**config.mk**
```make
export PLATFORM = sky130hd
export DESIGN_NAME = dcache_ctrl
export DESIGN_NICKNAME = d
export VERILOG_FILES = /design/src/design/cache_pkg.sv /design/src/design/mem_pkg.sv /design/src/design/dcache_ctrl.sv
export SDC_FILE = /design/constraint.sdc
export NUM_CORES = 1
export LEC_CHECK = 0
export BUFFER_PORTS_ARGS = -buffer_cell sky130_fd_sc_hd__buf_2
export CAP_MARGIN = 0
export CORE_AREA = 2 2 182 184
export DETAILED_ROUTE_END_ITERATION = 8
export DIE_AREA = 0 0 184 186
export PLACE_DENSITY = 0.57
export SLEW_MARGIN = 20
export SYNTH_ARGS = -nofsm -noshare
export SYNTH_HDL_FRONTEND = slang
export SYNTH_SLANG_ARGS = --single-unit
```
**constraint.sdc**
```tcl
create_clock -name clock -period 5.3 [get_ports clock]
set_input_delay 1.59 -clock clock [delete_from_list [all_inputs] [get_ports clock]]
set_output_delay 1.59 -clock clock [all_outputs]
set_load 0.02 [all_outputs]
```
**src/design/cache_pkg.sv**
```systemverilog
`default_nettype none

package cache_pkg;

    localparam int xlen        = 32;
    localparam int block_bytes = 8;
    localparam int offset_bits = $clog2(block_bytes);
    localparam int index_bits  = 5;                          // 32 main cache lines
    localparam int tag_bits    = xlen - index_bits - offset_bits;

    typedef logic [xlen-offset_bits-1:0] line_addr_t;        // byte offset stripped
    typedef logic [3:0] lru_t;

    typedef enum logic {MEM_READ, MEM_WRITE} mem_op_t;
    typedef enum logic [1:0] {BYTE, HALF, WORD} mem_size_t;

    typedef union packed {
        logic [block_bytes-1:0][7:0]    bytes;
        logic [block_bytes/2-1:0][15:0] halves;
        logic [block_bytes/4-1:0][31:0] words;
    } cache_block_t;

    typedef struct packed {
        logic                valid, dirty;
        logic [tag_bits-1:0] tag;
        cache_block_t        block;
    } main_line_t;

    typedef struct packed {
        logic         valid, dirty;
        line_addr_t   addr;
        lru_t         lru;                                   // zero is the next to go
        cache_block_t block;
    } victim_line_t;

    typedef struct packed {
        logic            valid;
        mem_op_t         op;
        mem_size_t       size;
        logic [xlen-1:0] addr, wdata;
    } dcache_req_t;

    typedef struct packed {
        logic            valid;
        logic [xlen-1:0] data;                               // zero-extended load value
    } dcache_resp_t;

    typedef struct packed {
        logic         valid, dirty;
        line_addr_t   addr;
        cache_block_t block;
    } evict_line_t;

    function automatic cache_block_t merge_store(cache_block_t blk, mem_size_t size,
                                                 logic [offset_bits-1:0] offset,
                                                 logic [xlen-1:0] data);
        cache_block_t result;
        result = blk;
        case (size)
            BYTE:    result.bytes[offset] = data[7:0];
            HALF:    result.halves[offset[2:1]] = data[15:0];
            default: result.words[offset[2]] = data;
        endcase
        return result;
    endfunction

    function automatic logic [xlen-1:0] extract_load(cache_block_t blk, mem_size_t size,
                                                     logic [offset_bits-1:0] offset);
        case (size)
            BYTE:    return xlen'(blk.bytes[offset]);
            HALF:    return xlen'(blk.halves[offset[2:1]]);
            default: return blk.words[offset[2]];
        endcase
    endfunction

endpackage

`default_nettype wire
```
**src/design/mem_pkg.sv**
```systemverilog
`default_nettype none

package mem_pkg;

    import cache_pkg::*;

    typedef enum logic [1:0] {BUS_NONE, BUS_LOAD, BUS_STORE} bus_cmd_t;

    typedef logic [3:0] mem_tag_t;                           // zero means no transaction

    typedef struct packed {
        bus_cmd_t        cmd;
        logic [xlen-1:0] addr;
        cache_block_t    data;
    } mem_req_t;

    // accept comes back in the same cycle, data and tag later
    typedef struct packed {
        mem_tag_t     accept;
        cache_block_t data;
        mem_tag_t     tag;
    } mem_resp_t;

    typedef struct packed {
        logic         valid;
        mem_op_t      op;                                    // MEM_WRITE is a write-back
        mem_tag_t     tag;                                   // zero until memory accepts
        line_addr_t   addr;
        cache_block_t block;
    } mshr_entry_t;

    typedef struct packed {
        logic         valid;
        line_addr_t   addr;
        cache_block_t block;
    } fill_t;

endpackage

`default_nettype wire

```
**src/design/dcache_ctrl.sv**
```systemverilog
`default_nettype none

module dcache_ctrl
    import cache_pkg::*;
    import mem_pkg::*;
(
    input  logic         clock,
    input  logic         reset,
    input  dcache_req_t  request,
    input  logic         main_hit,
    input  logic         victim_hit,
    input  logic         forward_hit,
    input  cache_block_t main_block,
    input  cache_block_t victim_block,
    input  cache_block_t forward_block,
    input  fill_t        fill,
    output logic         stall,
    output dcache_resp_t response,
    output dcache_req_t  held_request,
    output logic         miss_alloc
);

    typedef enum logic {READY, WAIT_FILL} ctrl_state_t;

    ctrl_state_t  state, next_state;
    dcache_resp_t next_response;
    cache_block_t hit_block;
    logic         any_hit, miss, fill_done;

    assign stall     = (state == WAIT_FILL);
    assign any_hit   = main_hit | victim_hit | forward_hit;
    assign miss      = (state == READY) && request.valid && !any_hit;
    assign fill_done = (state == WAIT_FILL) && fill.valid
                       && (fill.addr == held_request.addr[xlen-1:offset_bits]);
    assign hit_block = main_hit ? main_block : (victim_hit ? victim_block : forward_block);

    always_comb begin
        next_state    = state;
        next_response = '0;
        case (state)
            READY: begin
                if (request.valid && any_hit) begin
                    next_response.valid = 1'b1;
                    next_response.data  = extract_load(hit_block, request.size,
                                                       request.addr[offset_bits-1:0]);
                end else if (miss) begin
                    next_state = WAIT_FILL;
                end
            end
            WAIT_FILL: begin
                if (fill_done) begin                         // store data already merged by main cache
                    next_state          = READY;
                    next_response.valid = 1'b1;
                    next_response.data  = extract_load(fill.block, held_request.size,
                                                       held_request.addr[offset_bits-1:0]);
                end
            end
        endcase
    end

    always_ff @(posedge clock) begin
        if (reset) begin
            state      <= READY;
            response   <= '0;
            miss_alloc <= 1'b0;
        end else begin
            state      <= next_state;
            response   <= next_response;
            miss_alloc <= miss;                              // MSHR sees the latched request
        end
    end

    always_ff @(posedge clock) begin
        if (miss) begin
            held_request <= request;
        end
    end

    // a line lives in exactly one of main, victim or write-back queue
    assert property (@(posedge clock) disable iff (reset)
        $onehot0({main_hit, victim_hit, forward_hit}))
        else $error("dcache_ctrl: more than one hit source");

endmodule

`default_nettype wire

```
# [Yosys cells after proc, flatten, opt, wreduce, memory -nomap -nowiden]
# Index checks and enable logic that the tools add are counted.
[totals] reg_bits=103 input_bits=359 output_inout_bits=103 elab_cells=52
[op_classes] n_lt_le_gt_ge=6 n_eq_ne=3 mux=23 bitwise_logic=3 reduce_logical=8
[op_table] cell="$mux 32" count=4
[op_table] cell="$mux 64" count=2
[op_table] cell="$pmux 32 s2" count=2
[op_table] cell="$mux 33" count=2
[op_table] cell="$pmux 33 s2" count=1
[op_table] cell="$bmux 16 s2" count=2
[op_table] cell="$bmux 8 s3" count=2
[op_table] cell="$mux 16" count=2
[op_table] cell="$eq 29x29->1" count=1
[op_table] cell="$mux 8" count=2
[op_table] cell="$lt 3x4->1 const B" count=2
[op_table] cell="$lt 2x3->1 const B" count=2
[op_table] cell="$logic_and 1x1->1" count=5
[op_table] cell="$eq 2x1->1 const B" count=2
[op_table] cell="$logic_not 2->1" count=2
[op_table] cell="$lt 1x2->1 const B" count=2
[op_table] cell="$mux 1" count=3
[op_table] cell="$or 1x1->1" count=2
[op_table] cell="$pmux 1 s2" count=1
[op_table] cell="$logic_not 1->1" count=1
[op_table] cell="$not 1->1" count=1

# [Longest topological paths before layout]
[logic_depth] word_depth=7 depth_mapped=9 ltp_nobuf=6

# [Least setup slack after synthesis]
# No wires, ideal clock.
[synth_timing] path_kind="input-to-reg" from="input port victim_hit" to="register held_request[0] (netlist name) (enable)" setup_ps=423 t_arrival_ps=3838 required_time_ps=4877 slack_ps=1039 cell_stages=6 n_path_buf=3 path_cell_list="buf_2 > buf_2 > buf_2 > nor3_1 > nand2b_1 > inv_1"
[synth_via] elab_chain_len=4
[synth_rtl] item="start: declaration" line_no="dcache_ctrl.sv:11" text="input logic victim_hit,"
[synth_rtl] item="$or 1x1->1 (2 in series)" line_no="dcache_ctrl.sv:31" text="assign any_hit = main_hit | victim_hit | forward_hit;"
[synth_rtl] item="$logic_not 1->1" line_no="dcache_ctrl.sv:32" text="assign miss = (state == READY) && request.valid && !any_hit;"
[synth_rtl] item="$logic_and 1x1->1" line_no="dcache_ctrl.sv:32"
[synth_rtl] item="via miss" line_no="dcache_ctrl.sv:28" text="logic any_hit, miss, fill_done;"
[synth_rtl] item="end signal: assignment" line_no="dcache_ctrl.sv:75" text="held_request <= request;"
[synth_rtl] item="end: declaration" line_no="dcache_ctrl.sv:19" text="output dcache_req_t held_request,"
# The timed path passes the listed nets, and every way through them passes these cells.
# A chain may end at the register's enable or synchronous reset.

# [Worst setup path in the final report]
[layout_timing] from="input port fill[68] (netlist name)" to="register response[25] (netlist name)"
[layout_via] elab_chain_len=4
[layout_rtl] item="start: declaration" line_no="dcache_ctrl.sv:16" text="input fill_t fill,"
[layout_rtl] item="$eq 29x29->1" line_no="dcache_ctrl.sv:34" text="&& (fill.addr == held_request.addr[xlen-1:offset_bits]);"
[layout_rtl] item="$logic_and 1x1->1" line_no="dcache_ctrl.sv:34"
[layout_rtl] item="$mux 33" line_no="dcache_ctrl.sv:51" text="if (fill_done) begin"
[layout_rtl] item="$pmux 33 s2" line_no="dcache_ctrl.sv:40" text="case (state)"
[layout_rtl] item="end signal: assignment" line_no="dcache_ctrl.sv:68" text="response <= next_response;"
[layout_rtl] item="end: declaration" line_no="dcache_ctrl.sv:18" text="output dcache_resp_t response,"
# No other way between the ends.

==> results.cfg <==
[run_status]
status = finished clean

[clock_network]
cts_tree = done
clk_pin_slew_ns = 0.08
numCtsBuffers = 9
cts-root-buf = clkbuf_16
cts_resized = 0
htree_levels = 3
cts_hold_buf = 0
clockBufferDepth = 2
cts_setup_buffers = 0
insertion_delay_ns = 0.36
cts.sinks = 103

[drt]
vias = 6786
drt_iter0_drc = 279
dr.pass1.iters = 4
routed_wl_mm = 31.77
drcViolationCount = 0
drt-wirelength-per-cell_um = 21.53
via_per_inst = 4.598
detail-route-antenna-nets = 0

[setup_path]
worstPathRequired_ns = 5.58
crit_type = in -> reg
end_kind = flip-flop
worstPathMaxFanout = 16
r2r_cells = 6
cp.arrival_ns = 4.14
worstReg2RegStart = held_request[55]
rrSetupSlack_ns = 2.31
r2r-end = response[25]
critPathLaunchType = primary input

[placement]
dp_hpwl_mm = 26.95
gp_congestion = 0.8408
io_buffers = 461
dpl_cell_area_um2 = 9263

[hold_path]
hp-class = reg -> reg
hp-start = stall
worstHoldEndpoint = stall
whs_path_depth = 2

[synth]
ys_types = 53
synth_seq_cells = 103
synthCells = 621
synth_ff_type = edfxtp_1
syn_area_um2 = 6561
yosysSeqAreaShare = 0.4180
ys_top_cells_by_area = edfxtp_1 (31%), mux2i_1 (14%), dfxtp_1 (11%)
synth_edf_count = 68
synth_nets = 980
async_flop_share = 0
synth_most_common_cell = mux2i_1
ys_warn_count = 0
synth_commonest_cells = mux2i_1 (89), edfxtp_1 (68), nand2_1 (51)
synth_top_area_share = 0.3112
synth.avg_cell_area_um2 = 10.57
synth_area_leader_cell = edfxtp_1

[floorplan]
die_area_um2 = 34220
die_w_um = 184
io_pins = 462
start_util = 0.2037
rows = 66
core_um2 = 32210
dieHeight_um = 186

[pwr]
powerDensity_nw_per_um2 = 220.4
ir_drop_mv = 0.1271
p_total_uw = 2114
p_leak_uw = 0.004390

[layout]
fin_util = 0.2978
drive_gt1_frac = 0.5155
nets = 1417
final_area_um2 = 9592
syn_to_final_growth_pct = 46.19

[sta]
period_minus_slack_ns = 3.857
rsz0062_at_grt = false
max_freq_mhz = 259.3
finClkSkew_ns = 0.01282
slew_viol_final = 0
worstMarginPinSlew_ns = 0.9411
final-hold-violation-count = 0
timing.final.setup_violations = 0
tns_ns = 0
min_period_over_period = 0.7278
hold_slack_ns = 0.5993
slew-limit-headroom = 0.3713

[global_route]
grt_overflow = 0
grt_pass1_vias = 6913
grt_pass1_wl_mm = 43.79
grt_usage = 0.1782
antenna_found_initial = 8
grt_max_degree = 70

[job]
drv_cap = 0
[worst max-delay path by stage]
stage / cells past startpoint / slack, ns / startpoint / endpoint
4_1_cts: 7 / 1.28 / fill[68] / response[25]
2_1_floorplan: 6 / 1.04 / victim_hit / held_request[0]
5_1_grt: 7 / 1.17 / fill[68] / response[22]
6_report: 7 / 1.44 / fill[68] / response[25]
3_3_place_gp: 7 / 0.91 / fill[68] / response[18]
3_5_place_dp: 7 / 0.90 / fill[68] / response[25]
[state kept, by name, indices dropped and copies added (netlist names)]
| register | cells |
|---|---|
| held_request | 68 |
| response | 33 |
| miss_alloc | 1 |
| stall | 1 |
[cells by family (layout without fill, tap and decap cells)]
group | Yosys count | in the layout | share of synthesized area
muxes | 140 | 140 | 0.2559
AOI/OAI and AO/OA | 153 | 153 | 0.1497
and+or+nand+nor | 146 | 146 | 0.1066
buffers and inverters | 51 | 493 | 0.03242
other | 0 | 5 | 0
xor gates and xnor gates | 28 | 28 | 0.03738
DFF | 103 | 103 | 0.4180
[area by class of cell]
| type | count | area, um^2 |
|---|---|---|
| diodes | 5 | 12.51 |
| clock buffers | 9 | 225.2 |
| well taps | 408 | 510.5 |
| inverters | 7 | 26.28 |
| clock inverters | 7 | 91.34 |
| multi-input cells | 467 | 3606 |
| fillers | 3426 | 22610 |
| repair buffers | 470 | 2377 |
| flip-flops and latches | 103 | 2743 |
[report_power, final]
part           switching [uW]  leakage, uW  internal (uW)  total [uW]
Clock                     364     0.000152            342         706
Combinational             275      0.00334            233         508
Sequential               15.3     0.000903            885         900
Total                     654      0.00439           1460        2110
[critical path, cell delays in order]
cell and delay [ns]:
buf_2 0.10, xor2_1 0.13, nor4_1 0.41, nand4_1 0.28, or4_4 0.65, or3b_1 0.68
o21ai_0 0.27
[layer usage]
layer | GRT usage | share of wire | up-vias
met5 | 0 | 0.00094 | -
met4 | 0.03584 | 0.016 | 4
met3 | 0.05028 | 0.076 | 38
met2 | 0.3451 | 0.54 | 315
met1 | 0.1920 | 0.37 | 3172
li1 | - | - | 3257
[through the flow]
step,cells,setup WS [ns]
after detailed placement,1455,0.8995
after CTS,1471,1.278
final,1476,1.443
after global routing,1473,1.165
after global placement,1455,0.9136
after floorplan,621,1.039
[layout by cell type (no fill, tap or decap), types with 6 or more instances in the layout]
cell	count
edfxtp_1	68
nor2b_1	13
buf_2	460
mux4_2	19
nor2_1	30
buf_4	10
dfxtp_1	35
o211ai_1	8
xor2_1	24
nand4_1	6
nor4_1	9
clkbuf_16	9
nand2b_1	9
nor3_1	13
a21oi_1	44
a211oi_1	8
o22ai_1	14
a22oi_1	6
mux2i_1	89
nand3_1	6
nand2_1	51
o21ai_0	33
mux2_2	32
Power figures use the tool's default switching activity.
