File: config.mk
export PLATFORM = sky130hd
export DESIGN_NAME = victim_cache
export DESIGN_NICKNAME = d
export VERILOG_FILES = /design/src/design/cache_pkg.sv /design/src/design/victim_cache.sv
export SDC_FILE = /design/constraint.sdc
export NUM_CORES = 1
export LEC_CHECK = 0
export BUFFER_PORTS_ARGS = -buffer_cell sky130_fd_sc_hd__buf_2
export CAP_MARGIN = 30
export CORE_MARGIN = 5
export CORE_UTILIZATION = 58
export CTS_CLUSTER_SIZE = 10
export DETAILED_ROUTE_END_ITERATION = 12
export PLACE_DENSITY = 0.84
export SETUP_SLACK_MARGIN = 0.2
export SKIP_CTS_REPAIR_TIMING = 1
export SYNTH_ARGS = -nofsm -noshare
export SYNTH_HDL_FRONTEND = slang
export SYNTH_SLANG_ARGS = --single-unit
File: constraint.sdc
create_clock -name clock -period 6.35 [get_ports clock]
set_clock_uncertainty 0.15 [all_clocks]
set_input_delay 0.635 -clock clock [delete_from_list [all_inputs] [get_ports clock]]
set_output_delay 0.635 -clock clock [all_outputs]
set_load 0.005 [all_outputs]
File: src/design/cache_pkg.sv
`default_nettype none

package cache_pkg;

    localparam int xlen        = 32;
    localparam int block_bytes = 8;
    localparam int offset_bits = $clog2(block_bytes);
    localparam int index_bits  = 5;                          // 32 main cache lines
    localparam int tag_bits    = xlen - index_bits - offset_bits;

    typedef logic [xlen-offset_bits-1:0] line_addr_t;        // byte offset stripped
    typedef logic [3:0] lru_t;

    typedef enum logic {MEM_READ, MEM_WRITE} mem_op_t;
    typedef enum logic [1:0] {BYTE, HALF, WORD} mem_size_t;

    typedef union packed {
        logic [block_bytes-1:0][7:0]    bytes;
        logic [block_bytes/2-1:0][15:0] halves;
        logic [block_bytes/4-1:0][31:0] words;
    } cache_block_t;

    typedef struct packed {
        logic                valid, dirty;
        logic [tag_bits-1:0] tag;
        cache_block_t        block;
    } main_line_t;

    typedef struct packed {
        logic         valid, dirty;
        line_addr_t   addr;
        lru_t         lru;                                   // zero is the next to go
        cache_block_t block;
    } victim_line_t;

    typedef struct packed {
        logic            valid;
        mem_op_t         op;
        mem_size_t       size;
        logic [xlen-1:0] addr, wdata;
    } dcache_req_t;

    typedef struct packed {
        logic            valid;
        logic [xlen-1:0] data;                               // zero-extended load value
    } dcache_resp_t;

    typedef struct packed {
        logic         valid, dirty;
        line_addr_t   addr;
        cache_block_t block;
    } evict_line_t;

    function automatic cache_block_t merge_store(cache_block_t blk, mem_size_t size,
                                                 logic [offset_bits-1:0] offset,
                                                 logic [xlen-1:0] data);
        cache_block_t result;
        result = blk;
        case (size)
            BYTE:    result.bytes[offset] = data[7:0];
            HALF:    result.halves[offset[2:1]] = data[15:0];
            default: result.words[offset[2]] = data;
        endcase
        return result;
    endfunction

    function automatic logic [xlen-1:0] extract_load(cache_block_t blk, mem_size_t size,
                                                     logic [offset_bits-1:0] offset);
        case (size)
            BYTE:    return xlen'(blk.bytes[offset]);
            HALF:    return xlen'(blk.halves[offset[2:1]]);
            default: return blk.words[offset[2]];
        endcase
    endfunction

endpackage

`default_nettype wire
File: src/design/victim_cache.sv
`default_nettype none

module victim_cache
    import cache_pkg::*;
#(
    parameter int n_victim = 4
) (
    input  logic        clock,
    input  logic        reset,
    input  dcache_req_t request,
    input  logic        accept,
    input  logic        main_hit,
    input  evict_line_t incoming,
    output logic        hit,
    output evict_line_t hit_line,
    output evict_line_t ejected
);

    localparam int   idx_w   = $clog2(n_victim);
    localparam lru_t lru_max = lru_t'(n_victim - 1);

    victim_line_t [n_victim-1:0] ways, ways_n;
    logic [idx_w-1:0]            hit_idx, slot;
    logic                        take, has_free, dup;
    line_addr_t                  req_line;

    assign req_line = request.addr[xlen-1:offset_bits];
    assign take     = accept && hit && !main_hit;            // line moves to the main cache

    always_comb begin
        hit     = 1'b0;
        hit_idx = '0;
        for (int i = 0; i < n_victim; i++) begin
            if (request.valid && ways[i].valid && ways[i].addr == req_line) begin
                hit     = 1'b1;
                hit_idx = idx_w'(i);
            end
        end
    end

    // store is merged on the way out
    assign hit_line = '{valid: hit,
                        dirty: ways[hit_idx].dirty || request.op == MEM_WRITE,
                        addr:  ways[hit_idx].addr,
                        block: (request.op == MEM_WRITE)
                               ? merge_store(ways[hit_idx].block, request.size,
                                             request.addr[offset_bits-1:0], request.wdata)
                               : ways[hit_idx].block};

    always_comb begin
        slot     = '0;
        has_free = 1'b0;
        for (int i = 0; i < n_victim; i++) begin
            if (ways[i].lru < ways[slot].lru) slot = idx_w'(i);
        end
        for (int i = n_victim - 1; i >= 0; i--) begin     // a way freed by the hit counts as free
            if (!ways[i].valid || (take && hit_idx == idx_w'(i))) begin
                slot     = idx_w'(i);
                has_free = 1'b1;
            end
        end
    end

    assign ejected = '{valid: incoming.valid && !has_free && ways[slot].dirty,
                       dirty: 1'b1, addr: ways[slot].addr, block: ways[slot].block};

    always_comb begin
        ways_n = ways;
        if (take || incoming.valid) begin
            for (int i = 0; i < n_victim; i++) begin
                if (ways[i].lru != '0) ways_n[i].lru = ways[i].lru - 1'b1;
            end
        end
        if (take) ways_n[hit_idx].valid = 1'b0;
        if (incoming.valid) begin
            ways_n[slot] = '{valid: 1'b1, dirty: incoming.dirty, addr: incoming.addr,
                             lru: lru_max, block: incoming.block};
        end
    end

    always_ff @(posedge clock) begin
        if (reset) begin
            ways <= '0;
        end else begin
            ways <= ways_n;
        end
    end

    always_comb begin
        dup = 1'b0;
        for (int i = 0; i < n_victim; i++) begin
            for (int j = i + 1; j < n_victim; j++) begin
                if (ways[i].valid && ways[j].valid && ways[i].addr == ways[j].addr) dup = 1'b1;
            end
        end
    end

    assert property (@(posedge clock) disable iff (reset) !dup)
        else $error("victim_cache: same line held in two ways");

endmodule

`default_nettype wire

### After elaboration in Yosys (flattened, before gate mapping)

Index checks and enable logic that the tools add are counted.

| cells by class | value |
|---|---|
| $add $sub $neg | 4 |
| multiply operators | 0 |
| div/mod/pow operators | 0 |
| magnitude comparators | 15 |
| equality and inequality tests | 8 |
| shifts and indexed selects | 0 |
| mux-type cells | 53 |
| bitwise gates (word level) | 0 |
| reduce and logical (&&, ||, !) cells | 39 |

Operators by type and width:

| cell | number |
|---|---|
| binary-select mux 99 bit (select 2 bit) | 4 |
| bitwise mux 396 bit | 2 |
| 2-to-1 mux 396 bit | 2 |
| demux 99 bit (select 2 bit) | 2 |
| 2-to-1 mux 99 bit | 2 |
| 2-to-1 mux 98 bit | 2 |
| bitwise mux 64 bit | 3 |
| 2-to-1 mux 68 bit | 2 |
| case mux 64 bit (2 select lines) | 1 |
| equality test 29 bit | 4 |
| 2-to-1 mux 64 bit | 1 |
| demux 16 bit (select 2 bit) | 1 |
| demux 32 bit (select 1 bit) | 1 |
| 2-to-1 mux 32 bit | 1 |
| 2-to-1 mux 4 bit | 8 |
| demux 8 bit (select 3 bit) | 1 |
| logical AND 1 bit | 21 |
| 2-to-1 mux 16 bit | 1 |
| 2-to-1 mux 2 bit | 8 |
| nonzero test 4 bit | 4 |
| subtractor 4 x 1 -> 4 bit (second input constant) | 4 |
| less-than comparator 2 x 3 -> 1 bit (second input constant) | 5 |
| less-than comparator 4 bit | 3 |
| 2-to-1 mux 1 bit | 10 |
| 11 further kinds | 26 |

| storage, ports and cells | value |
|---|---|
| register bits after elaboration | 396 |
| bits in latches | 0 |
| RAM bits | 0 |
| memory bits (read-only) | 0 |
| input bits | 167 |
| output and inout port bits | 191 |
| word-level logic and storage cells | 139 |
| memories kept | 0 |

### Longest topological paths before layout

| depth | value |
|---|---|
| depth after elaboration | 20 |
| depth in mapped cells | 25 |
| depth with buffers taken out | 22 |

### Least setup slack after synthesis

OpenSTA, ideal clock, no wires.

| timing path | value |
|---|---|
| path type | reg2out |
| start point | register ways[66] in the netlist's numbering |
| end point | output port ejected[94] in the netlist's numbering |
| data arrival time | 4.789 ns |
| path slack | 0.776 ns |
| stages on the path, launching flop included | 23 |
| path buffers | 3 |
| path through | dfxtp_1 > inv_1 > ha_1 > o21ai_0 > nor2_1 > nor2_1 > mux2i_1 > ha_1 > o21a_1 > o21ai_0 > a31oi_1 > nor2_1 > mux2_2 > ha_1 > o21a_1 > o21ai_0 > a2111oi_0 > a21o_1 > buf_2 > buf_2 > buf_2 > a2111oi_0 > a211oi_1 |

RTL lines:

| element | line | source |
|---|---|---|
| start, declared | victim_cache.sv:22 | `victim_line_t [n_victim-1:0] ways, ways_n;` |
| start signal, assigned | victim_cache.sv:85 | `ways <= ways_n;` |
| end, declared | victim_cache.sv:16 | `output evict_line_t ejected` |

==> flow_summary.yaml <==
worst_setup_path:
  regToRegStartpoint: "ways[66]"
  setup.worst_path.class: "register to primary output"
  worst_setup_path_start_kind: "register"
  cp.required_ns: 5.56
  startpoint: "ways[66]"
  worst_ep_arrival_time_ns: 5.66
  critPathCaptureType: "primary output"
  worst_setup_path_endpoint: "ejected[62]"
  worst-path-max-fanout: 5
  rr_worst_depth: 25
  reg2reg_slack_ns: 0.79
  regToRegEndpoint: "ways[207]"
sta:
  layout_min_cycle_time_ns: 6.44
  grt_setup_unrepaired: "yes"
  max_freq_mhz: 155
  min_period_over_period: 1.01
  finalHoldViolations: 0
  finalSetupViolCount: 5
  number_of_pins_exceeding_their_max_slew_limit_in_the_final_report: 0
  worstMarginPinSlew_ns: 1.13
  relSlewSlack: 0.247
  post-route-worst-setup-slack_ns: -0.0939
synth:
  synth_top_area_frac: 0.339
  distinct_cell_type_count_of_the_synthesized_netlist: 68
  ys_warn_count: 0
  synthesis.area_per_instance_um2: 8.42
  async_reset_ff_frac: 0
  synth_top_cell_by_area: "dfxtp_1"
  ys_ff_latch: 396
  syn_nets: 2956
  yosysSeqAreaShare: 0.339
  synth_cells: 2775
  synthTopCellsByArea: "dfxtp_1 (34%), mux2i_1 (25%), nand2_1 (9.4%)"
  synth_edf_count: 0
  ys_dominant_reg_cell: "dfxtp_1"
  netlist_area_um2: 23400
detailed_routing:
  routed_via_density: 6.98
  route.detailed.wl_per_inst_um: 27.0
  pre_repair_dr_iteration_count: 7
  remaining_antenna_violation_count: 0
  drt_first_iter_violations: 4196
  detailroute.via_count: 25100
  drcViolationCount: 0
  drt_wl_total_um: 96900
clocking:
  worst_skew_pair.late_latency_ns: 0.59
  clock-sinks: 396
  clk_transition_reported_paths_ns: 0.06
  cts_tree: "built"
  ctsRootBufferMaster: "clkbuf_16"
  cts.htree.levels: 2
  ctsLongestPathBuffers: 3
  cts_made_buffers: 46
placed_design:
  final_weighted_congestion_in_routability_driven_placement: 0.999
  placement.cell_area_um2: 25700
  detailed_place_hpwl_um: 61200
  io_buffers: 356
cells_and_area:
  regMostFlops: "ways"
  final_net_count: 3229
  reg.largest.list: "ways (396)"
  largest_register_ffs: 396
  synthToLayoutAreaGrowth_pct: 21.8
  layout-drive-gt1-share: 0.234
  layout.cell_area.non_filler_um2: 28500
grt:
  antenna_found_initial: 11
  grt_usage: 0.385
  grt-ovfl-total: 0
  grt_first_pass_wirelength_um: 137000
  maximum_number_of_pins_on_one_net_before_global_route_repair: 152
  grt_pass1_vias: 23500
power_and_ir_drop:
  p_leak_nw: 12.0
  power.ir.vdd_worst_v: 0.000203
  fin_total_pwr_w: 0.00660
  pwr_density_cell_nw_per_um2: 232
run_status:
  outcome: "finished, violations left"
  violations: "negative setup slack"
floorplan:
  fp-row-count: 73
  initial_core_utilization: 0.587
  design.core.area_um2: 39800
  die_y_um: 211
  die_width_um: 211
  die_area_um2: 44400
  num_io_pins: 358
worst_hold_path:
  min-delay-path-class: "input port to register"
flow_run:
  drv_cap: 0
## cells in the mapped netlist, drive strengths merged (36+ instances only)
| master | number |
|---|---|
| nor2 | 44 |
| nand2 | 587 |
| nand3 | 85 |
| xor2 | 65 |
| dfxtp | 396 |
| a21oi | 207 |
| a32oi | 40 |
| buf | 87 |
| xnor2 | 52 |
| a31o | 94 |
| nor4 | 123 |
| o21ai | 36 |
| mux2i | 585 |
| clkbuf | 152 |
## layout make-up
cell class                 count  area, um^2
multi-input combinational   2105       15000
tap                          525         657
antenna                        8        20.0
inverter                      35         144
timing repair buffer         464        3430
clock inverter                 3        58.8
clock buffer                  56        1220
fill                        2868       11400
sequential                   396        7940
## where the power goes
group	switching (W)	total [W]	internal, W	leakage, nW
Clock	0.00106	0.00244	0.00138	0.624
Combinational	0.000835	0.00147	0.000630	8.11
Sequential	0.000115	0.00270	0.00258	3.22
Total	0.00201	0.00660	0.00459	12.0
## worst max-delay path: stages (launching register included)
cell and delay (ns):
dfxtp_4 0.37, inv_4 0.04, ha_4 0.17, nor2_4 0.08
a21boi_2 0.17, nor2_1 0.07, nor2_2 0.22, mux2i_1 0.29
ha_2 0.32, o21a_1 0.18, o21ai_1 0.13, a31oi_1 0.05
nor2_1 0.18, buf_4 0.14, mux2_4 0.30, ha_4 0.17
nor4_4 0.23, o31ai_2 0.12, nor2_1 0.16, a2111oi_2 0.05
buf_4 0.15, a21o_4 0.23, nor2_4 0.20, buf_12 0.18
clkbuf_16 0.17, buf_6 0.11, mux2i_4 0.36, buf_2 0.19
## metrics by stage
step | hold WS (ns) | TNS, ns | instances | setup slack, ns | util
2_1_floorplan | 0.297 | 0 | 2775 | 0.776 | -
3_3_place_gp | 0.305 | 0 | 3476 | 0.213 | 0.645
3_5_place_dp | 0.316 | 0 | 3478 | 0.0821 | 0.646
4_1_cts | 0.216 | -41.12 | 3537 | -0.579 | 0.678
5_1_grt | 0.246 | -10.03 | 3587 | -0.256 | 0.715
6_report | 0.224 | -0.113 | 3592 | -0.0939 | 0.715
## placed cells by master, fill, tap and decap left out, types with 6 or more instances in the layout
cell type,count
nand2_1,584
mux2i_1,523
dfxtp_1,390
buf_2,355
a21oi_1,206
nor4_1,121
a31o_2,86
nand3_1,85
xor2_1,65
clkbuf_16,63
xnor2_1,52
buf_4,45
nor2_1,40
a32oi_1,40
mux2i_2,32
o21ai_0,31
inv_1,30
mux2i_4,30
buf_12,29
o22ai_1,24
nand4_1,23
a211oi_1,23
a22oi_1,9
diode_2,8
nor2b_1,8
a31o_1,8
ha_1,8
clkbuf_1,8
buf_6,8
or3_1,7
or4_1,7
buf_16,6
## kinds of logic (layout without fill, tap and decap cells)
logic type | after synthesis | after routing | share of synthesized area
and+or+nand+nor | 920 | 920 | 0.177
other | 1 | 9 | 0.000160
AOI/OAI and AO/OA | 465 | 465 | 0.131
buffers and inverters | 274 | 558 | 0.0496
DFF | 396 | 396 | 0.339
muxes | 588 | 588 | 0.252
xor gates and xnor gates | 117 | 117 | 0.0438
adders and majority gates | 14 | 14 | 0.00749
## worst min path at each step
stage	cells past startpoint	from	slack [ns]	to
floorplan	2	ways[100]	0.30	ways[100]
global placement	2	ways[142]	0.30	ways[142]
detailed placement	2	ways[117]	0.32	ways[117]
CTS	3	incoming[89]	0.22	ways[192]
global route	3	incoming[21]	0.25	ways[21]
finish	3	incoming[26]	0.22	ways[125]
## routing by layer
metal  GRT usage  share of wire  wire length, um
met2       0.584           0.44            42100
met3      0.0924           0.13            12600
met1       0.493           0.35            34300
met5           0        0.00065               63
met4       0.242          0.080             7790
(Power assumes the default switching activity.)
